===== src/logic/rv_isa_pkg.sv =====
package rv_isa_pkg;

    localparam int XLEN = 64;

    // ########################################
    // major opcodes of the supported subset
    // ########################################
    localparam logic [6:0] OPC_OP     = 7'b0110011;
    localparam logic [6:0] OPC_OP_IMM = 7'b0010011;
    localparam logic [6:0] OPC_LUI    = 7'b0110111;
    localparam logic [6:0] OPC_JAL    = 7'b1101111;
    localparam logic [6:0] OPC_BRANCH = 7'b1100011;

    // funct3 for OP and OP_IMM
    localparam logic [2:0] F3_ADD_SUB = 3'd0;
    localparam logic [2:0] F3_SLL     = 3'd1;
    localparam logic [2:0] F3_SLT     = 3'd2;
    localparam logic [2:0] F3_SLTU    = 3'd3;
    localparam logic [2:0] F3_XOR     = 3'd4;
    localparam logic [2:0] F3_SRL_SRA = 3'd5;
    localparam logic [2:0] F3_OR      = 3'd6;
    localparam logic [2:0] F3_AND     = 3'd7;

    // funct3 for BRANCH, the unsigned forms are not supported
    localparam logic [2:0] F3_BEQ = 3'd0;
    localparam logic [2:0] F3_BNE = 3'd1;
    localparam logic [2:0] F3_BLT = 3'd4;
    localparam logic [2:0] F3_BGE = 3'd5;

    typedef enum logic [3:0] {
        ALU_ADD, ALU_SUB, ALU_AND, ALU_OR, ALU_XOR,
        ALU_SLT, ALU_SLTU, ALU_SLL, ALU_SRL, ALU_SRA,
        ALU_PASS_IMM
    } alu_op_t;

    typedef enum logic [2:0] {
        BR_NONE, BR_EQ, BR_NE, BR_LT, BR_GE
    } br_cond_t;

endpackage

===== src/logic/pipe_pkg.sv =====
package pipe_pkg;

    import rv_isa_pkg::*;

    // ########################################
    // fetch side input
    // ########################################
    typedef struct packed {
        logic [XLEN-1:0] pc;
        logic [31:0]     instr;
    } fetch_t;

    // ########################################
    // decode to execute record
    // ########################################
    typedef struct packed {
        logic [XLEN-1:0] pc;
        logic [XLEN-1:0] imm;           // already sign extended
        logic [4:0]      rs1_addr;
        logic [4:0]      rs2_addr;
        logic [4:0]      rd_addr;
        alu_op_t         alu_op;
        logic            alu_src_imm;   // operand b comes from imm
        br_cond_t        br_cond;
        logic            is_jump;
        logic            reg_we;        // never set for x0 or unknown opcodes
    } dec_exec_t;

    // ########################################
    // retire record
    // ########################################
    typedef struct packed {
        logic [XLEN-1:0] pc;
        logic [4:0]      rd;
        logic [XLEN-1:0] wdata;
        logic            we;
    } retire_t;

endpackage


===== src/logic/hazard_ctrl.sv =====
`timescale 1ns/1ps

module hazard_ctrl
    import rv_isa_pkg::*;
    import pipe_pkg::*;
(
    input  logic            i_fetch_valid,
    input  logic            i_ex_valid,
    input  logic            i_ex_taken,
    input  logic [XLEN-1:0] i_ex_target,
    input  logic [4:0]      i_rs1_addr,
    input  logic [4:0]      i_rs2_addr,
    input  logic [XLEN-1:0] i_rs1_data,
    input  logic [XLEN-1:0] i_rs2_data,
    input  logic            i_ret_valid,
    input  retire_t         i_ret,
    input  logic            i_retire_ready,
    output logic            o_stall,
    output logic            o_fetch_ready,
    output logic            o_dec_valid,
    output logic            o_redirect_valid,
    output logic [XLEN-1:0] o_redirect_pc,
    output logic [XLEN-1:0] o_op_a,
    output logic [XLEN-1:0] o_op_b,
    output logic            o_ret_we
);

    logic fwd_a;
    logic fwd_b;

    assign o_stall          = i_ret_valid && !i_retire_ready;
    assign o_redirect_valid = i_ex_valid && i_ex_taken && !o_stall;
    assign o_redirect_pc    = i_ex_target;
    assign o_fetch_ready    = !o_stall && !o_redirect_valid;  // squashes the younger item
    assign o_dec_valid      = i_fetch_valid && o_fetch_ready;

    // the retire record is the only result not yet in the register file
    assign fwd_a  = i_ret_valid && i_ret.we && (i_ret.rd == i_rs1_addr);
    assign fwd_b  = i_ret_valid && i_ret.we && (i_ret.rd == i_rs2_addr);
    assign o_op_a = fwd_a ? i_ret.wdata : i_rs1_data;
    assign o_op_b = fwd_b ? i_ret.wdata : i_rs2_data;

    assign o_ret_we = i_ret_valid && i_retire_ready && i_ret.we;

endmodule


===== config.mk =====
export PLATFORM = sky130hd
export DESIGN_NAME = hazard_ctrl
export DESIGN_NICKNAME = d
export VERILOG_FILES = /design/src/logic/rv_isa_pkg.sv /design/src/logic/pipe_pkg.sv /design/src/logic/hazard_ctrl.sv
export SDC_FILE = /design/constraint.sdc
export NUM_CORES = 1
export LEC_CHECK = 0
export BUFFER_PORTS_ARGS = -buffer_cell sky130_fd_sc_hd__buf_2
export CORE_AREA = 2 2 210 212
export DETAILED_ROUTE_END_ITERATION = 8
export DIE_AREA = 0 0 212 214
export GPL_TIMING_DRIVEN = 0
export PLACE_DENSITY_LB_ADDON = 0.08
export SYNTH_ARGS = -nofsm -noshare
export SYNTH_HDL_FRONTEND = slang
export SYNTH_SLANG_ARGS = --single-unit
export TNS_END_PERCENT = 1

===== constraint.sdc =====
create_clock -name vclk -period 1.4
set_input_delay 0.14 -clock vclk [all_inputs]
set_output_delay 0.14 -clock vclk [all_outputs]
set_load 0.05 [all_outputs]

; ---- Yosys cells after proc, flatten, opt, wreduce, memory -nomap -nowiden
; Index checks and enable logic that the tools add are counted.
[classes]
eq_ne = 2
mux = 2
reduce_logical = 13
[op_table]
columns = operator, count
row1 = $mux W64, 2
row2 = $eq A5 B5 Y1, 2
row3 = $logic_and A1 B1 Y1, 10
row4 = $logic_not A1 Y1, 3
[word_totals]
reg_bits = 0
input_bits = 341
output_inout_bits = 197
elab_cells = 17

; ---- Logic depth before layout (Yosys ltp)
; Gate-level depths: netlist of run 1.
[logic_depth]
ltp_word = 7
depth_mapped = 5

; ---- Least setup slack after synthesis of run 1
; OpenSTA, ideal clock, no wires.
[synth_timing]
path_type = input-to-output
start = in i_ret_valid
end = out o_dec_valid
arrival_time_ns = 1.864
required_ns = 1.260
path_slack_ns = -0.604
path_stages = 3
path_buffers = 0
path_cell_list = nor2b_1 a21oi_1 and2_1
[synth_via]
elab_chain_cells = 6
[synth_lines]
columns = item, line_no
row1 = from (decl), hazard_ctrl.sv:15  ; input logic i_ret_valid,
row2 = $logic_and A1 B1 Y1 (*), hazard_ctrl.sv:31  ; assign o_stall = i_ret_valid && !i_retire_ready;
row3 = $logic_not A1 Y1 (*), "hazard_ctrl.sv:32, hazard_ctrl.sv:34"
row4 = $logic_and A1 B1 Y1, hazard_ctrl.sv:32  ; assign o_redirect_valid = i_ex_valid && i_ex_taken && !o_stall;
row5 = $logic_not A1 Y1, hazard_ctrl.sv:34  ; assign o_fetch_ready = !o_stall && !o_redirect_valid;
row6 = $logic_and A1 B1 Y1 (*), hazard_ctrl.sv:34
row7 = net o_fetch_ready, hazard_ctrl.sv:19  ; output logic o_fetch_ready,
row8 = $logic_and A1 B1 Y1 (*), hazard_ctrl.sv:35  ; assign o_dec_valid = i_fetch_valid && o_fetch_ready;
row9 = to (decl), hazard_ctrl.sv:20  ; output logic o_dec_valid,
; The timed path passes the listed nets; every way through them passes the cells marked *.

; ---- Worst setup path in the final report of run 1
[layout_timing]
start = in i_ret[65] (netlist name)
end = out o_op_a[16]
[layout_via]
elab_chain_cells = 3
[layout_lines]
columns = item, line_no
row1 = from (decl), hazard_ctrl.sv:16  ; input retire_t i_ret,
row2 = $eq A5 B5 Y1, hazard_ctrl.sv:38  ; assign fwd_a = i_ret_valid && i_ret.we && (i_ret.rd == i_rs1_addr);
row3 = $logic_and A1 B1 Y1, hazard_ctrl.sv:38
row4 = $mux W64, hazard_ctrl.sv:40  ; assign o_op_a = fwd_a ? i_ret.wdata : i_rs1_data;
row5 = to (decl), hazard_ctrl.sv:23  ; output logic [XLEN-1:0] o_op_a,
; Every way passes these cells.

==> results of run 1 <==
==> power groups by stage <==
stage	clock, uW	sequential (uW)	combinational, uW
final	0.000191	0	2560
after global routing	0.000191	0	2670
after CTS	0	0	2580
after detailed placement	0	0	2240
after global placement	0	0	2260
after floorplan	0	0	1600
==> logic make-up (layout without fill, tap and decap cells) <==
group,count (synthesis),count (layout)
other cells,0,2
xor+xnor,10,10
compound gates,1,1
simple gates,9,9
mux,128,128
buf+inv,76,496
==> cell type report <==
cell class / instances / area, um2
Timing Repair Buffer: 420 / 2990
Fill cell: 4941 / 36700
Antenna cell: 2 / 5.00
Multi-Input combinational cell: 148 / 1770
Buffer: 76 / 667
Tap cell: 585 / 732
==> per-stage QoR <==
step,util,cell area (um2)
global placement,0.120,5130
CTS,0.143,6150
floorplan,-,2340
detailed placement,0.120,5130
global route,0.144,6170
finish,0.144,6170
==> cells in the mapped netlist (all sizes together) <==
| master | instances |
|---|---|
| a21oi | 1 |
| and3 | 1 |
| mux2 | 128 |
| xnor2 | 2 |
| nand4 | 2 |
| nor4 | 2 |
| buf | 76 |
| nand2 | 1 |
| nor2 | 1 |
| nor2b | 1 |
| xor2 | 8 |
| and2 | 1 |
==> layer usage <==
| metal | wire length, um | up-vias |
|---|---|---|
| met5 | 0 | - |
| met4 | 113 | 0 |
| met3 | 1170 | 6 |
| met2 | 8790 | 203 |
| met1 | 4790 | 1483 |
| li1 | - | 1584 |
==> what timing repair did <==
| action | 4_1_cts | 5_1_grt |
|---|---|---|
| cloned | 3 | 0 |
| buffers inserted | 7 | 0 |
| pin swaps | 7 | 1 |
| setup endpoints to repair | 128 | 128 |
| endpoints found under the hold margin | 0 | 0 |
| resized for setup | 268 | 4 |
| hold buffers | 0 | 0 |
==> worst max-delay path: cells and delay by family <==
family / cells / cell delay, ns
xor gates and xnor gates: 1 / 0.17
buffers and inverters: 4 / 0.57
muxes: 1 / 0.32
and+or+nand+nor: 2 / 0.47
==> path summary, 6_finish.rpt <==
check                           end  slack (ns)  cells past startpoint       startpoint
setup / recovery         o_op_a[16]       -0.44                      8        i_ret[65]
hold / removal    o_redirect_pc[14]        0.58                      2  i_ex_target[14]
==> reports/metrics.sh, run 1 <==
OUTCOME='finished with violations'
FAILING_CHECKS='setup timing'
SYNTH_CELL_TYPE_COUNT=14
TIMING.CRITICAL_PATH.ARRIVAL_NS=1.70
DRT_WL_TOTAL_MM=14.9
POST_SYNTH_INSTANCE_AREA_MM2=0.00230
REPORT.FINAL.HOLD_VIOL_COUNT=0
STATIC_LEAKAGE_POWER_uW=0.00315
DIE_AREA_MM2=0.0454
CRIT_CHAIN='buf_8, xor2_2, nor4_4, nand4_4, buf_12, buf_12, mux2_4, buf_12'
DRV_CAP=0
POST-SYNTH-TOP-AREA-FRACTION=0.548
PART_OF_THE_YOSYS_AREA_USED_FOR_SEQUENTIAL_ELEMENTS=0
GLOBALROUTEMET3UTIL=0.0103
TIMING.FMAX_MHz=543
PLACE_WORST_SETUP_SLACK_NS=-0.920
GRT_PASS1_VIAS=3535
FINAL_LAYOUT_SIZE_SUFFIX_GT1_FRAC=0.981
HOLD_PATH_CLASS='in -> out'
FINAL-MAX-SLEW-VIOLATION-COUNT=0
POWER.CLOCK.FRACTION=0
DETAIL_ROUTE.ITER0.VIOLATIONS=31
FIN_WORST_HOLD_SLACK_NS=0.582
WORST-SETUP-PATH-TYPE='in -> out'
LAYOUT_COMMONEST_CELL='sky130_fd_sc_hd__buf_2'
FIRST_PASS_ITERATION_COUNT_OF_THE_DETAILED_ROUTER=3
POST_SYNTH_FA_HA_MAJ_AREA_FRACTION=0
TIGHTEST_SLEW_NS=0.283
SWITCHING_SHARE=0.606
FINALWORSTPATHREQUIREDPERIOD_NS=1.84
YS.WARNINGS.COUNT=0
HPWL_MM=12.9
NUM_IO_PINS=538
CRITPATHMAXSTAGEDELAY_NS=0.32
LARGEST_NET_DEGREE_AT_THE_START_OF_GLOBAL_ROUTING=11
DIEHEIGHT_UM=214
CORE_AREA_MM2=0.0429
PLACED_CELLS=1219
SYNTH-SIMPLE-AREA-SHARE=0.0407
INTERNAL_POWER_uW=1010
MAX_SLEW_MARGIN=0.811
SYN_TO_FINAL_GROWTH_PCT=168
DR_TOTAL_VIAS=3276
CRITPATHLAUNCHTYPE='primary input'
DRTANTENNAVIOLNETS=0
SYNTHESIS.AREA_PER_INSTANCE_UM2=10.3
SYNTHCELLS=224
NETLIST_TOP_CELLS_AREA='sky130_fd_sc_hd__mux2_2 (55%), sky130_fd_sc_hd__buf_4 (21%), sky130_fd_sc_hd__mux2_4 (10%)'
FIN_TNS_SETUP_NS=-51.31
FIN_CRIT_SH=1.31
DR_DRC_COUNT=0
GRTUSAGEMET1=0.0556
NETS=987
MUXSHAREOFSYNTHAREA=0.652
INITIAL_STANDARD_CELL_UTILIZATION_OF_THE_CORE=0.0537
VIAS_PER_CELL=2.66
GRT_OVERFLOW=0
CRIT_PATH_MAX_FANOUT=7
CELLPOWERDENSITY_mW_PER_MM2=415
P_TOTAL_uW=2560
STD_CELL_ROWS=76
WORST_IR_DROP_VDD_V=0.000165
NETSWITCHINGPOWER_uW=1550
BUSIEST_LAYER='met2'
FINALNONFILLERCELLS=1231
GRT_SETUP_UNREPAIRED='yes'
GRTUSAGEMET2=0.129
CLOCK_BUFFER_COUNT=0
TRACK_USAGE=0.0586
LAYOUT_COMMON_CELLS='sky130_fd_sc_hd__buf_2 (280), sky130_fd_sc_hd__buf_6 (108), sky130_fd_sc_hd__mux2_2 (100), sky130_fd_sc_hd__buf_4 (88), sky130_fd_sc_hd__mux2_4 (28)'
SEQUENTIAL_CELL_AREA_UM2=0
SEQUENTIALPOWERSHARE=0
PLACE_CONGESTION=0.691
YOSYS.AREA.TOP_TYPE='sky130_fd_sc_hd__mux2_2'
REQ_TIME_CRIT_PATH_NS=1.26
PORT-BUFFER-COUNT=410
ROUTED_WIRE_LENGTH_PER_INSTANCE_UM=12.1
FINALWORSTSETUPSLACK_NS=-0.440
COMB_POWER_SHARE=1.000
COMPOUND_CELL_AREA_SHARE_OF_THE_YOSYS_NETLIST=0.00217
DIE_OUTLINE_WIDTH_UM=212
LARGEST_FAMILY_OF_LOGIC_CELLS_BY_SYNTHESIZED_AREA='multiplexers'
TIMING.FINAL.SETUP_VIOLATIONS=128
SEQUENTIAL_CELL_TOTAL=0
CP_COMMON_CELL='sky130_fd_sc_hd__buf_12'
ENDPOINT_KIND='primary output'
GRT_FIRST_PASS_WIRELENGTH_MM=20.7
INITIAL_ANTENNA_VIOLATION_COUNT=2
TIMING.CRITICAL_PATH.SLOWEST_STAGE_CELL='sky130_fd_sc_hd__nor4_4'
SYNTH-XOR-AREA-SHARE=0.0380
SYNTH.NET_COUNT=565
Note: power is estimated with default switching activity, not from simulation.
==> run 2: changes to the inputs <==
--- a/config.mk
+++ b/config.mk
@@ -6,6 +6,8 @@
 export NUM_CORES = 1
 export LEC_CHECK = 0
 export BUFFER_PORTS_ARGS = -buffer_cell sky130_fd_sc_hd__buf_2
+export CELL_PAD_IN_SITES_DETAIL_PLACEMENT = 1
+export CELL_PAD_IN_SITES_GLOBAL_PLACEMENT = 1
 export CORE_AREA = 2 2 210 212
 export DETAILED_ROUTE_END_ITERATION = 8
 export DIE_AREA = 0 0 212 214
==> run 2 against run 1 <==
  * The run still ends with setup timing left
  * Final cell count fell by 0.16%
  * Clock-buffer cell count did not move
  * Critical path depth stayed put
  * Non-clock buffer count is 1 lower
  * Combinational power up 3%
  * Total power up 3.2%
  * Sequential share of layout area stayed put
  * Global-route usage up 1.2 points
  * Utilization grew 0.39 points
  * Sequential cell count unchanged
  * Maximum frequency is 2.9% lower
  * Die area unchanged
  * Largest cell class unchanged
==> reports/metrics.sh, run 2 (synthesis results as in run 1) <==
INITIAL_STANDARD_CELL_UTILIZATION_OF_THE_CORE=0.0537  # unchanged
DR_DRC_COUNT=0  # unchanged
FIN_TNS_SETUP_NS=-54.37  # was -51.31 ns
FAILING_CHECKS='setup timing'  # unchanged
OUTCOME='finished with violations'  # unchanged
CLOCK_BUFFER_COUNT=0  # unchanged
CELLPOWERDENSITY_mW_PER_MM2=416  # was 415 mW/mm2
STD_CELL_ROWS=76  # unchanged
LAYOUT_COMMONEST_CELL='sky130_fd_sc_hd__buf_2'  # unchanged
DIEHEIGHT_UM=214  # unchanged
GRT_SETUP_UNREPAIRED='yes'  # unchanged
HPWL_MM=15.7  # was 12.9 mm
STATIC_LEAKAGE_POWER_uW=0.00320  # was 0.00315 uW
SWITCHING_SHARE=0.605  # was 0.606
FINAL_LAYOUT_SIZE_SUFFIX_GT1_FRAC=0.984  # was 0.981
DRT_WL_TOTAL_MM=18.0  # was 14.9 mm
COMB_POWER_SHARE=1.000  # about the same
TIGHTEST_SLEW_NS=0.259  # was 0.283 ns
DIE_OUTLINE_WIDTH_UM=212  # unchanged
CRITPATHLAUNCHTYPE='primary input'  # unchanged
GRTUSAGEMET2=0.147  # was 0.129
FINAL-MAX-SLEW-VIOLATION-COUNT=0  # unchanged
ENDPOINT_KIND='primary output'  # unchanged
GRT_FIRST_PASS_WIRELENGTH_MM=24.4  # was 20.7 mm
PLACEDINSTANCEAREA_MM2=0.00513  # unchanged
SEQUENTIALPOWERSHARE=0  # about the same
DRV_CAP=0  # unchanged
SEQUENTIAL_CELL_TOTAL=0  # unchanged
ROUTED_WIRE_LENGTH_PER_INSTANCE_UM=14.6  # was 12.1 um
GRTUSAGEMET1=0.0689  # was 0.0556
GRT_PASS1_VIAS=3760  # was 3535
LARGEST_NET_DEGREE_AT_THE_START_OF_GLOBAL_ROUTING=11  # unchanged
NETS=986  # was 987
CORE_AREA_MM2=0.0429  # unchanged
FILLERINSTANCES=5082  # was 4941
POWER.CLOCK.FRACTION=0  # about the same
INITIAL_ANTENNA_VIOLATION_COUNT=2  # unchanged
VIAS_PER_CELL=2.73  # was 2.66
FIRST_PASS_ITERATION_COUNT_OF_THE_DETAILED_ROUTER=2  # was 3
PORT-BUFFER-COUNT=410  # unchanged
BUSIEST_LAYER='met2'  # unchanged
TIMING.HOLD.WORST_PATH_DEPTH=2  # unchanged
FINALWORSTSETUPSLACK_NS=-0.495  # was -0.440 ns
REQ_TIME_CRIT_PATH_NS=1.26  # about the same
CRIT_PATH_MAX_FANOUT=6  # was 7
MAX_SLEW_MARGIN=0.826  # was 0.811
DRTANTENNAVIOLNETS=0  # unchanged
FINALWORSTPATHREQUIREDPERIOD_NS=1.89  # was 1.84 ns
SYN_TO_FINAL_GROWTH_PCT=175  # was 168%
PLACE_CONGESTION=0.723  # was 0.691
NUM_IO_PINS=538  # unchanged
NETSWITCHINGPOWER_uW=1590  # was 1550 uW
DR_TOTAL_VIAS=3354  # was 3276
TIMING.FMAX_MHz=528  # was 543 MHz
WORST_IR_DROP_VDD_V=0.000153  # was 0.000165 V
MIN_TO='o_redirect_pc[63]'  # was o_redirect_pc[14]
DIE_AREA_MM2=0.0454  # unchanged
HOLDBUFCOUNTCTS=0  # unchanged
WORST-SETUP-PATH-TYPE='in -> out'  # unchanged
TIMING.FINAL.SETUP_VIOLATIONS=128  # unchanged
HOLDCRITSTARTPOINT='i_ex_target[63]'  # was i_ex_target[14]
GRT_OVERFLOW=0  # unchanged
TRACK_USAGE=0.0706  # was 0.0586
GLOBALROUTEMET3UTIL=0.0236  # was 0.0103
DETAIL_ROUTE.ITER0.VIOLATIONS=17  # was 31
HOLD_PATH_CLASS='in -> out'  # unchanged
FINAL_CELL_AREA_EXCLUDING_FILLER_CELLS_MM2=0.00634  # was 0.00617 mm2
SEQUENTIAL_CELL_AREA_UM2=0  # unchanged
FIN_CRIT_SH=1.35  # was 1.31
REPORT.FINAL.HOLD_VIOL_COUNT=0  # unchanged
INTERNAL_POWER_uW=1040  # was 1010 uW
MULTI_INPUT_AREA_MM2=0.00181  # was 0.00177 mm2
LAYOUT_COMMON_CELLS='sky130_fd_sc_hd__buf_2 (277), sky130_fd_sc_hd__buf_6 (122), sky130_fd_sc_hd__mux2_2 (101), sky130_fd_sc_hd__buf_4 (66), sky130_fd_sc_hd__mux2_4 (27)'  # was sky130_fd_sc_hd__buf_2 (280), sky130_fd_sc_hd__buf_6 (108), sky130_fd_sc_hd__mux2_2 (100), sky130_fd_sc_hd__buf_4 (88), sky130_fd_sc_hd__mux2_4 (28)
TIMING.CRITICAL_PATH.ARRIVAL_NS=1.75  # was 1.70 ns
==> run 2: worst max-delay path by stage <==
stage,from,to,slack [ns],depth (start not counted)
3_5_place_dp,i_ret[65],o_op_b[11],-0.90,7
5_1_grt,i_rs1_addr[3],o_op_a[12],-0.57,8
3_3_place_gp,i_ret[65],o_op_b[9],-0.88,7
4_1_cts,i_ret[69],o_op_a[7],-0.54,8
2_1_floorplan,i_ret[69],o_op_a[10],-0.22,5
6_report,i_rs1_addr[3],o_op_a[12],-0.49,8
==> run 2: final cells by class <==
class | instances | area share
repair buffers | 419 | 0.489
diodes | 1 | 0.000395
plain buffers | 76 | 0.111
multi-input cells | 148 | 0.285
well taps | 585 | 0.115
==> run 2: metal layers <==
layer / share of wire / vias to the layer above
met5: 0.00072 / -
met3: 0.10 / 4
met2: 0.57 / 203
li1: - / 1585
met4: 0.0023 / 2
met1: 0.33 / 1560
==> run 2: what timing repair did <==
| item | 4_1_cts | 5_1_grt |
|---|---|---|
| buffers inserted | 5 | 0 |
| pin swaps | 4 | 6 |
| gates cloned | 1 | 3 |
| resized for setup | 283 | 24 |
| endpoints found under the setup margin | 128 | 128 |
==> run 2: metrics by stage <==
stage	power [uW]	setup slack [ns]	util	cells	hold WS, ns
after floorplan	1600	-0.215	-	224	0.386
after global placement	2280	-0.885	0.120	1219	0.584
after detailed placement	2280	-0.901	0.120	1219	0.583
after CTS	2620	-0.538	0.143	1225	0.583
after global routing	2760	-0.569	0.148	1228	0.584
final	2640	-0.495	0.148	1229	0.582
==> run 2: power groups by stage <==
stage / clock network, uW / registers, uW / logic, uW
6_report: 0.0000955 / 0 / 2640
3_3_place_gp: 0 / 0 / 2280
4_1_cts: 0 / 0 / 2620
2_1_floorplan: 0 / 0 / 1600
5_1_grt: 0 / 0 / 2760
3_5_place_dp: 0 / 0 / 2280
==> run 2: worst max-delay path: stages <==
cell and delay [ns]:
sky130_fd_sc_hd__buf_8 0.10, sky130_fd_sc_hd__xor2_4 0.18, sky130_fd_sc_hd__nor4_4 0.31, sky130_fd_sc_hd__nand4_4 0.18
sky130_fd_sc_hd__buf_12 0.20, sky130_fd_sc_hd__clkbuf_16 0.17, sky130_fd_sc_hd__mux2_4 0.30, sky130_fd_sc_hd__buf_8 0.15
