===== config.mk =====
export PLATFORM = sky130hd
export DESIGN_NAME = instr_decoder
export DESIGN_NICKNAME = d
export VERILOG_FILES = /design/src/logic/rv_isa_pkg.sv /design/src/logic/pipe_pkg.sv /design/src/logic/instr_decoder.sv
export SDC_FILE = /design/constraint.sdc
export NUM_CORES = 1
export LEC_CHECK = 0
export BUFFER_PORTS_ARGS = -buffer_cell sky130_fd_sc_hd__buf_2
export CAP_MARGIN = 10
export CORE_AREA = 4 4 95 97
export DETAILED_ROUTE_END_ITERATION = 10
export DIE_AREA = 0 0 99 101
export PLACE_DENSITY = 0.67
export RECOVER_POWER = 25
export SYNTH_ARGS = -nofsm -noshare
export SYNTH_HDL_FRONTEND = slang
export SYNTH_SLANG_ARGS = --single-unit

===== constraint.sdc =====
create_clock -name vclk -period 6.3
set_input_delay 0.63 -clock vclk [all_inputs]
set_output_delay 0.63 -clock vclk [all_outputs]
set_load 0.05 [all_outputs]

===== src/logic/rv_isa_pkg.sv =====
package rv_isa_pkg;

    localparam int XLEN = 64;

    // ########################################
    // major opcodes of the supported subset
    // ########################################
    localparam logic [6:0] OPC_OP     = 7'b0110011;
    localparam logic [6:0] OPC_OP_IMM = 7'b0010011;
    localparam logic [6:0] OPC_LUI    = 7'b0110111;
    localparam logic [6:0] OPC_JAL    = 7'b1101111;
    localparam logic [6:0] OPC_BRANCH = 7'b1100011;

    // funct3 for OP and OP_IMM
    localparam logic [2:0] F3_ADD_SUB = 3'd0;
    localparam logic [2:0] F3_SLL     = 3'd1;
    localparam logic [2:0] F3_SLT     = 3'd2;
    localparam logic [2:0] F3_SLTU    = 3'd3;
    localparam logic [2:0] F3_XOR     = 3'd4;
    localparam logic [2:0] F3_SRL_SRA = 3'd5;
    localparam logic [2:0] F3_OR      = 3'd6;
    localparam logic [2:0] F3_AND     = 3'd7;

    // funct3 for BRANCH, the unsigned forms are not supported
    localparam logic [2:0] F3_BEQ = 3'd0;
    localparam logic [2:0] F3_BNE = 3'd1;
    localparam logic [2:0] F3_BLT = 3'd4;
    localparam logic [2:0] F3_BGE = 3'd5;

    typedef enum logic [3:0] {
        ALU_ADD, ALU_SUB, ALU_AND, ALU_OR, ALU_XOR,
        ALU_SLT, ALU_SLTU, ALU_SLL, ALU_SRL, ALU_SRA,
        ALU_PASS_IMM
    } alu_op_t;

    typedef enum logic [2:0] {
        BR_NONE, BR_EQ, BR_NE, BR_LT, BR_GE
    } br_cond_t;

endpackage

===== src/logic/pipe_pkg.sv =====
package pipe_pkg;

    import rv_isa_pkg::*;

    // ########################################
    // fetch side input
    // ########################################
    typedef struct packed {
        logic [XLEN-1:0] pc;
        logic [31:0]     instr;
    } fetch_t;

    // ########################################
    // decode to execute record
    // ########################################
    typedef struct packed {
        logic [XLEN-1:0] pc;
        logic [XLEN-1:0] imm;           // already sign extended
        logic [4:0]      rs1_addr;
        logic [4:0]      rs2_addr;
        logic [4:0]      rd_addr;
        alu_op_t         alu_op;
        logic            alu_src_imm;   // operand b comes from imm
        br_cond_t        br_cond;
        logic            is_jump;
        logic            reg_we;        // never set for x0 or unknown opcodes
    } dec_exec_t;

    // ########################################
    // retire record
    // ########################################
    typedef struct packed {
        logic [XLEN-1:0] pc;
        logic [4:0]      rd;
        logic [XLEN-1:0] wdata;
        logic            we;
    } retire_t;

endpackage


===== src/logic/instr_decoder.sv =====
`timescale 1ns/1ps

module instr_decoder
    import rv_isa_pkg::*;
    import pipe_pkg::*;
(
    input  fetch_t    i_fetch,
    input  logic      i_valid,
    output dec_exec_t o_dec
);

    logic [6:0]      opcode;
    logic [2:0]      funct3;
    logic [4:0]      rd;
    logic [XLEN-1:0] imm_i;
    logic [XLEN-1:0] imm_u;
    logic [XLEN-1:0] imm_b;
    logic [XLEN-1:0] imm_j;

    assign opcode = i_fetch.instr[6:0];
    assign funct3 = i_fetch.instr[14:12];
    assign rd     = i_fetch.instr[11:7];

    assign imm_i = XLEN'($signed(i_fetch.instr[31:20]));
    assign imm_u = XLEN'($signed({i_fetch.instr[31:12], 12'b0}));
    assign imm_b = XLEN'($signed({i_fetch.instr[31], i_fetch.instr[7],
                                  i_fetch.instr[30:25], i_fetch.instr[11:8], 1'b0}));
    assign imm_j = XLEN'($signed({i_fetch.instr[31], i_fetch.instr[19:12],
                                  i_fetch.instr[20], i_fetch.instr[30:21], 1'b0}));

    // alt selects sub or sra, taken from instr bit 30
    function automatic alu_op_t alu_from_funct3(input logic [2:0] f3, input logic alt);
        case (f3)
            F3_ADD_SUB: return alt ? ALU_SUB : ALU_ADD;
            F3_SLL:     return ALU_SLL;
            F3_SLT:     return ALU_SLT;
            F3_SLTU:    return ALU_SLTU;
            F3_XOR:     return ALU_XOR;
            F3_SRL_SRA: return alt ? ALU_SRA : ALU_SRL;
            F3_OR:      return ALU_OR;
            default:    return ALU_AND;
        endcase
    endfunction

    always_comb begin
        o_dec          = '0;
        o_dec.pc       = i_fetch.pc;
        o_dec.rs1_addr = i_fetch.instr[19:15];
        o_dec.rs2_addr = i_fetch.instr[24:20];
        o_dec.rd_addr  = rd;
        if (i_valid) begin
            case (opcode)
                OPC_OP: begin
                    o_dec.alu_op = alu_from_funct3(funct3, i_fetch.instr[30]);
                    o_dec.reg_we = (rd != '0);
                end
                OPC_OP_IMM: begin
                    o_dec.imm         = imm_i;
                    o_dec.alu_src_imm = 1'b1;
                    o_dec.alu_op      = alu_from_funct3(funct3,
                                            (funct3 == F3_SRL_SRA) && i_fetch.instr[30]);
                    o_dec.reg_we      = (rd != '0);
                end
                OPC_LUI: begin
                    o_dec.imm         = imm_u;
                    o_dec.alu_src_imm = 1'b1;
                    o_dec.alu_op      = ALU_PASS_IMM;
                    o_dec.reg_we      = (rd != '0);
                end
                OPC_JAL: begin
                    o_dec.imm     = imm_j;
                    o_dec.is_jump = 1'b1;
                    o_dec.reg_we  = (rd != '0);  // link value written unless rd is x0
                end
                OPC_BRANCH: begin
                    o_dec.imm = imm_b;
                    case (funct3)
                        F3_BEQ:  o_dec.br_cond = BR_EQ;
                        F3_BNE:  o_dec.br_cond = BR_NE;
                        F3_BLT:  o_dec.br_cond = BR_LT;
                        F3_BGE:  o_dec.br_cond = BR_GE;
                        default: o_dec.br_cond = BR_NONE;
                    endcase
                end
                default: ;  // unknown opcodes retire with no write
            endcase
        end
    end

endmodule


Word level (Yosys, flattened, before mapping)
Index checks and enable logic that the tools add are counted.
- bits in registers: 0
- input port bits: 97
- word-level logic and storage cells: 31
- eq/ne operators: 11
- multiplexer cells: 15
- reduce and logical (&&, ||, !) cells: 5
- operators with widths (cell ; count):
    $pmux 64 s4 ; 1
    $mux 64 ; 1
    $pmux 4 s7 ; 2
    $eq 7x6->1 const B ; 2
    $eq 7x7->1 const B ; 2
    $pmux 3 s4 ; 1
    $pmux 4 s3 ; 1
    $mux 10 ; 1
    $eq 3x3->1 const B ; 3
    $eq 7x5->1 const B ; 1
    $mux 1 ; 7
    $eq 3x2->1 const B ; 2
    $reduce_bool 5->1 ; 1
    $reduce_or 4->1 ; 1
    $eq 3x1->1 const B ; 1
    $logic_not 3->1 ; 1
    $mux 3 ; 1
    $reduce_or 2->1 ; 1
    $logic_and 1x1->1 ; 1

Logic depth before layout (Yosys ltp)
Gate-level depths: netlist of run 1.
- depth after elaboration: 6
- gate-level depth with buffers: 7

Worst setup path before layout of run 1
No wires, ideal clock.
- path kind: input-to-output
- start: input i_fetch[2] (netlist name)
- end: output o_dec[57] (netlist name)
- data arrival time: 4453 ps
- path slack: 1217 ps
- stages: 7
- path through: buf_2 nand4bb_1 a21oi_1 a21oi_1 buf_2 nor2_1 buf_4
- RTL lines (element ; line ; source):
    start: declaration ; instr_decoder.sv:7 ; input fetch_t i_fetch,
    end: declaration ; instr_decoder.sv:9 ; output dec_exec_t o_dec

==> results of run 1 <==
## worst paths after layout
path / slack [ns] / end
worst min-delay path: 1.26 / o_dec[124]
worst max-delay path: 3.33 / o_dec[84]
## critical path, cell delays in order
cell and delay (ns):
buf_2 0.16, nand4bb_1 0.36, a21oi_1 0.26, a21oi_1 0.07
buf_4 0.19, nor2_1 0.10, buf_4 0.25, buf_2 0.31
## cell type report
class	instances	area, um2	share of cell area (%)
timing repair buffer	124	626	45.9
inverter	3	11.3	0.826
tap	105	131	9.63
multi-input combinational	93	596	43.7
## layout by cell type (no fill, tap or decap), drive strengths merged
| cell type | n |
|---|---|
| a21oi | 13 |
| nand2b | 1 |
| nand3b | 3 |
| a22oi | 4 |
| nand4b | 1 |
| or3 | 1 |
| nor2 | 15 |
| o21ai | 1 |
| xor2 | 2 |
| a21o | 11 |
| nand4 | 2 |
| or3b | 1 |
| nand4bb | 2 |
| xnor2 | 1 |
| nor4 | 1 |
| inv | 3 |
| buf | 124 |
| o32ai | 2 |
| nand2 | 11 |
| or4 | 1 |
| o21a | 1 |
| o2bb2ai | 1 |
| nor2b | 2 |
| nor3 | 5 |
| o22ai | 2 |
| and3 | 7 |
| o221a | 1 |
| a211oi | 1 |
## where the power goes
group          leakage, nW  switching (mW)  internal, mW
Combinational        0.871          0.0508        0.0186
Sequential               0               0             0
Clock                    0               0             0
Total                0.871          0.0508        0.0186
## stage by stage
step	cells	cell area (um2)	setup slack (ns)
2_1_floorplan	216	1500	1.22
3_3_place_gp	325	1360	3.36
3_5_place_dp	325	1360	3.34
4_1_cts	325	1360	3.34
5_1_grt	325	1360	3.15
6_report	325	1360	3.33
## kinds of logic (layout without fill, tap and decap cells)
logic type,count (synthesis),count (layout),synth area share [%]
simple gates,53,53,19.4
compound gates,37,37,18.5
xor+xnor,3,3,1.75
buf+inv,123,127,60.3
## layer usage
| metal | up-vias | part of all wire (%) | track usage (%) | routed length (um) |
|---|---|---|---|---|
| li1 | 621 | - | - | - |
| met1 | 602 | 36 | 9.79 | 1730 |
| met2 | 104 | 47 | 14.7 | 2290 |
| met3 | 28 | 11 | 2.01 | 527 |
| met4 | 0 | 6.1 | 5.15 | 296 |
| met5 | - | 0 | 0 | 0 |
==> flow_summary.json, run 1 <==
{
  "grt_usage_pct": 8.62,
  "firstDrtPassIters": 4,
  "viasPerCell": 4.17,
  "hold_depth": 0,
  "synth_cell_types": 34,
  "finalSetupViolations": 0,
  "syn_nets": 313,
  "synthMostInstantiatedCell": "buf_4",
  "worstMarginPinSlew_ns": 0.739,
  "final_util_pct": 16.8,
  "drive_above_1_share_pct": 58.2,
  "flops_and_latches": 0,
  "grt_overflow": 0,
  "whs_ns": 1.26,
  "rows": 33,
  "wl_per_cell_um": 14.9,
  "clkbuf_count": 0,
  "die_h_um": 101,
  "ant_nets": 0,
  "crit_path_max_fanout": 33,
  "routed_wl_um": 4850,
  "grt_max_degree": 34,
  "start_util_pct": 18.4,
  "ios": 250,
  "drv_cap": 0,
  "die_area_um2": 10000,
  "yosysTopAreaCell": "buf_4",
  "crit_type": "in -> out",
  "area_growth_syn_to_layout_pct": -9.01,
  "hpwlAfterDp_um": 4240,
  "die_w_um": 99,
  "maxSlewViolCount": 0,
  "hold_viol_final": 0,
  "tns_ns": 0,
  "netlist.area_leader.share_pct": 55.6,
  "p_total_uw": 69.4,
  "fin_crit_sh_pct": 47.1,
  "numPortBuffers": 122,
  "grt_pass1_vias": 1321,
  "synthTopCellsByCount": "buf_4, nor2_1, a21oi_1",
  "postCtsHoldBufs": 0,
  "pwr_density_cell_nw_per_um2": 50.9,
  "critPathCaptureType": "output port",
  "max_slew_margin_pct": 50.5,
  "synth_area_leaders": "buf_4, a21o_1, a21oi_1",
  "syn-instance-count": 216,
  "cellLeakagePower_nw": 0.871,
  "gp_congestion": 0.690,
  "vias": 1355,
  "synth-seq-area-share_pct": 0,
  "mappedNetlistArea_um2": 1500,
  "cp.arrival_ns": 2.34,
  "cp-start-kind": "input pin",
  "drt-initial-drc-count": 51,
  "core_area_um2": 8130,
  "grt_pass1_wl_um": 6980,
  "diodes": 0,
  "synth_area_per_cell_um2": 6.94,
  "fill_cells": 948,
  "irDropWorstVdd_mv": 0.0168,
  "post_cts_resized": 0,
  "num-nets-final": 319,
  "yosys_warnings": 0,
  "rsz0062_at_grt": "no",
  "hp-class": "in -> out",
  "period_needed_ns": 2.97,
  "startpoint": "i_fetch[2]",
  "seqCellArea_um2": 0,
  "timing.fmax_ghz": 0.337,
  "status": "finished, final reports clean",
  "cp_data_required_time_ns": 5.67,
  "min_from": "i_fetch[67]",
  "drc": 0,
  "postCtsSetupBuffers": 0,
  "antenna_found_initial": 0
}
Power figures use the tool's default switching activity.
==> run 2, diff against run 1 <==
- ABC_AREA: unset -> 1
- CORE_AREA: 4 4 95 97 -> 4 4 94 96
- DIE_AREA: 0 0 99 101 -> 0 0 98 100
- PLACE_DENSITY: 0.67 -> 0.75
- clock period: 6.3 -> 2.59 ns (I/O delays scaled with it)
==> run 2 against run 1 <==
Against the previous run: power increased to 2.6 times the previous value; combinational power increased to 2.6 times the previous value; sequential share of layout area unchanged; hold slack got worse by 0.74 ns; setup slack got worse by 2.9 ns; count of clock-buffer cells in the layout unchanged; via count increased by 37%; critical path depth increased by 2; utilization increased by 4.5 points; routed wire length increased by 19%; highest routed layer unchanged.
==> flow_summary.json, run 2 <==
{
  "drv_cap": 0,
  "synth_area_per_cell_um2": 5.54,
  "numPortBuffers": 122,
  "drt-initial-drc-count": 70,
  "viasPerCell": 4.20,
  "mappedNetlistArea_um2": 1840,
  "yosys_warnings": 0,
  "syn-instance-count": 333,
  "multi_input_area_um2": 845,
  "combPwrFrac_pct": 100.0,
  "critPathCaptureType": "output port",
  "rsz0062_at_grt": "no",
  "hold_depth": 0,
  "synth-seq-area-share_pct": 0,
  "flops_and_latches": 0,
  "crit_path_max_fanout": 20,
  "grt_overflow": 0,
  "vias": 1855,
  "hpwlAfterDp_um": 4800,
  "p_switching_uw": 134,
  "pwr_density_cell_nw_per_um2": 104,
  "cp.arrival_ns": 1.88,
  "wl_per_cell_um": 13.1,
  "cp_data_required_time_ns": 2.33,
  "die_area_um2": 9800,
  "synthTopCellsByCount": "buf_4, nand2_1, nor2_1",
  "post_cts_resized": 0,
  "firstDrtPassIters": 4,
  "die_h_um": 100,
  "max_slew_margin_pct": 53.1,
  "cellLeakagePower_nw": 1.18,
  "p_total_uw": 178,
  "routed_wl_um": 5790,
  "synth_cell_types": 18,
  "ios": 250,
  "layout_common_cells": "buf_2, nand2_1, nor2_1, nand3_1, inv_1",
  "grt_pass1_wl_um": 8650,
  "hold_end": "o_dec[117]",
  "grt_usage_pct": 10.7,
  "clkbuf_count": 0,
  "cp-start-kind": "input pin",
  "grt_pass1_vias": 1639,
  "area_growth_syn_to_layout_pct": -7.06,
  "netlist.area_leader.share_pct": 45.2,
  "finalSetupViolations": 0,
  "hold_viol_final": 0,
  "synth_area_leaders": "buf_4, nand2_1, nor2_1",
  "core_area_um2": 8050,
  "period_needed_ns": 2.14,
  "p_seq_share_pct": 0,
  "antenna_found_initial": 0,
  "status": "finished, final reports clean",
  "irDropWorstVdd_mv": 0.0262,
  "yosysTopAreaCell": "buf_4",
  "crit_type": "in -> out",
  "switching_share_pct": 75.2,
  "syn_nets": 430,
  "worstMarginPinSlew_ns": 0.702,
  "timing.fmax_ghz": 0.467,
  "hp-class": "in -> out",
  "gp_congestion": 0.859,
  "whs_ns": 0.518,
  "postCtsSetupBuffers": 0,
  "postCtsHoldBufs": 0,
  "num-nets-final": 436,
  "diodes": 0,
  "start_util_pct": 22.9,
  "maxSlewViolCount": 0,
  "final_common_cell": "buf_2",
  "drc": 0,
  "tns_ns": 0,
  "fill_cells": 957,
  "min_from": "i_fetch[60]",
  "rows": 33,
  "pwr-share-clk_pct": 0,
  "drive_above_1_share_pct": 45.1,
  "die_w_um": 98,
  "p_int_uw": 44.2,
  "grt_max_degree": 34,
  "seqCellArea_um2": 0,
  "ant_nets": 0,
  "synthMostInstantiatedCell": "buf_4",
  "fin_crit_sh_pct": 82.8
}
-- run 2: changes by cell type after synthesis, moves of 9 or more --
cell and delta:
a21oi_1 -9, nor2_2 +16, nor2_1 +36, inv_1 +19, nand3_1 +33, a21o_1 -11, nand2_1 +51
-- run 2: per-layer routing --
| layer | vias up | share of wire, % | GRT usage (%) | routed length, um |
|---|---|---|---|---|
| li1 | 916 | - | - | - |
| met1 | 807 | 40 | 13.2 | 2310 |
| met2 | 116 | 47 | 18.0 | 2700 |
| met3 | 16 | 12 | 3.75 | 679 |
| met4 | 0 | 1.7 | 2.13 | 101 |
| met5 | - | 0 | 0 | 0 |
-- run 2: kinds of logic (layout without fill, tap and decap cells) --
kind of cell / Yosys count / after routing / share of synthesized area [%]
compound gates: 10 / 10 / 2.71
buf+inv: 146 / 150 / 54.3
simple gates: 177 / 177 / 42.9
-- run 2: area by class of cell --
cell class                 count  area share [%]
multi-input combinational    187            49.3
timing repair buffer         128            38.2
tap                          105            7.66
inverter                      22            4.82
-- run 2: stage by stage --
stage,area [um2],instances,setup WS [ns],util [%]
CTS,1710,442,0.448,21.3
floorplan,1850,333,0.119,-
global placement,1710,442,0.488,21.3
finish,1710,442,0.447,21.3
global route,1710,442,0.221,21.3
detailed placement,1710,442,0.451,21.3
-- run 2: power by group through the flow --
stage / registers, mW / clock network (mW) / logic (mW)
after detailed placement: 0 / 0 / 0.180
after global routing: 0 / 0 / 0.193
final: 0 / 0 / 0.178
after CTS: 0 / 0 / 0.180
after floorplan: 0 / 0 / 0.398
after global placement: 0 / 0 / 0.178
-- run 2: how the worst max path moves through the flow --
stage,start,to,slack (ns),cells past startpoint
floorplan,i_fetch[1],o_dec[57],0.12,9
global placement,i_fetch[1],o_dec[52],0.49,10
detailed placement,i_fetch[2],o_dec[77],0.45,10
CTS,i_fetch[2],o_dec[77],0.45,10
global route,i_fetch[0],o_dec[48],0.22,10
finish,i_fetch[0],o_dec[52],0.45,10
-- run 2: critical path, cell delays in order --
cell and delay, ns:
buf_2 0.08, nand2_1 0.10, inv_1 0.09, nand2_1 0.11, nor2_2 0.14, nand2_1 0.44
nand2_1 0.19, nor2_1 0.05, nor2_1 0.12, buf_2 0.28
==> run 3, diff against run 2 <==
- clock period: 2.59 -> 1.88 ns (I/O delays scaled with it)
==> run 3 against run 2 <==
Against the previous run: flip-flop and latch count did not move; critical path depth is 1 higher; utilization is 2.0 points higher; non-clock buffer count grew 6; combinational power increased by 47%; first-iteration DRC count rose by 26%; cell count is 1.4% higher; power up 47%; critical endpoint is now o_dec[74]; largest power group unchanged; highest routed layer unchanged.
==> flow_summary.json, run 3 (synthesized netlist as in run 2, its figures left out) <==
{
  "period_needed_ns": 1.72,
  "hpwlAfterDp_um": 4860,
  "fin_area_um2": 1870,
  "postCtsSetupBuffers": 0,
  "rows": 33,
  "worstMarginPinSlew_ns": 0.360,
  "final_common_cell": "buf_2",
  "drc": 0,
  "num-nets-final": 442,
  "die_area_um2": 9800,
  "grt_pass1_wl_um": 8560,
  "crit_type": "in -> out",
  "cp_data_required_time_ns": 1.69,
  "p_total_uw": 262,
  "viasPerCell": 4.13,
  "wl_per_cell_um": 12.7,
  "status": "finished, final reports clean",
  "die_h_um": 100,
  "antenna_found_initial": 0,
  "diodes": 0,
  "hold_viol_final": 0,
  "post_cts_resized": 0,
  "routed_wl_um": 5690,
  "die_w_um": 98,
  "cp.arrival_ns": 1.53,
  "numPortBuffers": 122,
  "maxSlewViolCount": 0,
  "hp-class": "in -> out",
  "core_area_um2": 8050,
  "critPathMostFrequentCell": "nor2_1",
  "vias": 1851,
  "grt_usage_pct": 10.5,
  "crit_slowest_cell": "buf_2",
  "drv_cap": 0,
  "pwr_density_cell_nw_per_um2": 140,
  "crit_path_max_fanout": 33,
  "crit_chain": "buf_2 -> inv_2 -> nor2_1 -> nand2_1 -> nor2_1 -> nor2_1 -> nand2_1 -> nand2_2 -> nor2_4 -> buf_12 -> buf_2",
  "rsz0062_at_grt": "yes",
  "area_growth_syn_to_layout_pct": 1.49,
  "irDropWorstVdd_mv": 0.0415,
  "multi_input_area_um2": 902,
  "max_stage_delay_ns": 0.27,
  "drive_above_1_share_pct": 49.0,
  "postCtsHoldBufs": 0,
  "finalSetupViolations": 0,
  "met2_usage_pct": 18.8,
  "grt-busiest-layer": "met2",
  "grt_max_degree": 34,
  "cellLeakagePower_nw": 1.22,
  "max_slew_margin_pct": 75.8,
  "cp-start-kind": "input pin",
  "grt_overflow": 0,
  "start_util_pct": 22.9,
  "clkbuf_count": 0,
  "placed_cell_area_um2": 1860,
  "firstDrtPassIters": 4,
  "grt_use_met3_pct": 2.22,
  "grt_pass1_vias": 1642,
  "critPathCaptureType": "output port",
  "fill_cells": 956,
  "drt-initial-drc-count": 88,
  "seqCellArea_um2": 0,
  "ant_nets": 0,
  "flops_and_latches": 0,
  "fin_crit_sh_pct": 91.3,
  "gp_congestion": 0.874,
  "timing.fmax_ghz": 0.582,
  "grtUsageMet1_pct": 12.6,
  "final_util_pct": 23.2,
  "layout_common_cells": "buf_2, nand2_1, nor2_1, nand3_1, inv_1",
  "ios": 250
}
[run 3: changes by cell type in the layout (fill, tap and decap cells not counted), moves of 2 or more]
cell,delta
nor3_2,+2
nor3_1,-2
buf_2,-6
nand2_1,-3
clkbuf_4,+5
inv_1,-3
nor2_4,+3
inv_2,+2
buf_12,+3
buf_4,+4
nor2_2,-2
[run 3: per-stage QoR]
stage               TNS (ns)  setup WS, ns  instances  hold WS (ns)
finish                     0         0.163        448         0.376
floorplan              -1.70       -0.0766        333         0.477
global placement           0         0.171        448         0.376
CTS                        0         0.145        448         0.376
detailed placement         0         0.146        448         0.376
global route          -0.292       -0.0144        448         0.376
[run 3: report_power, final]
part	switching (mW)	internal, mW	total (mW)	leakage [nW]
clock	0	0	0	0
combinational	0.193	0.0692	0.262	1.22
sequential	0	0	0	0
total	0.193	0.0692	0.262	1.22
[run 3: critical path: cells and delay by family]
kind          cells  cell delay, ns
buf+inv           4            0.62
simple gates      7            0.71
[run 3: cell type report]
class,instances,area share (%)
multi-input cells,187,48.2
well taps,105,7.02
inverters,22,4.55
repair buffers,134,40.2
[run 3: path summary, 6_finish.rpt]
| kind | from | to | slack, ns | cells after the start |
|---|---|---|---|---|
| worst min-delay path | i_fetch[47] | o_dec[104] | 0.38 | 0 |
| worst max-delay path | i_fetch[2] | o_dec[74] | 0.16 | 11 |
[run 3: layer usage]
layer / share of wire [%] / up-vias
li1: - / 932
met2: 48 / 104
met4: 2.8 / 0
met3: 11 / 28
met5: 0 / -
met1: 39 / 787
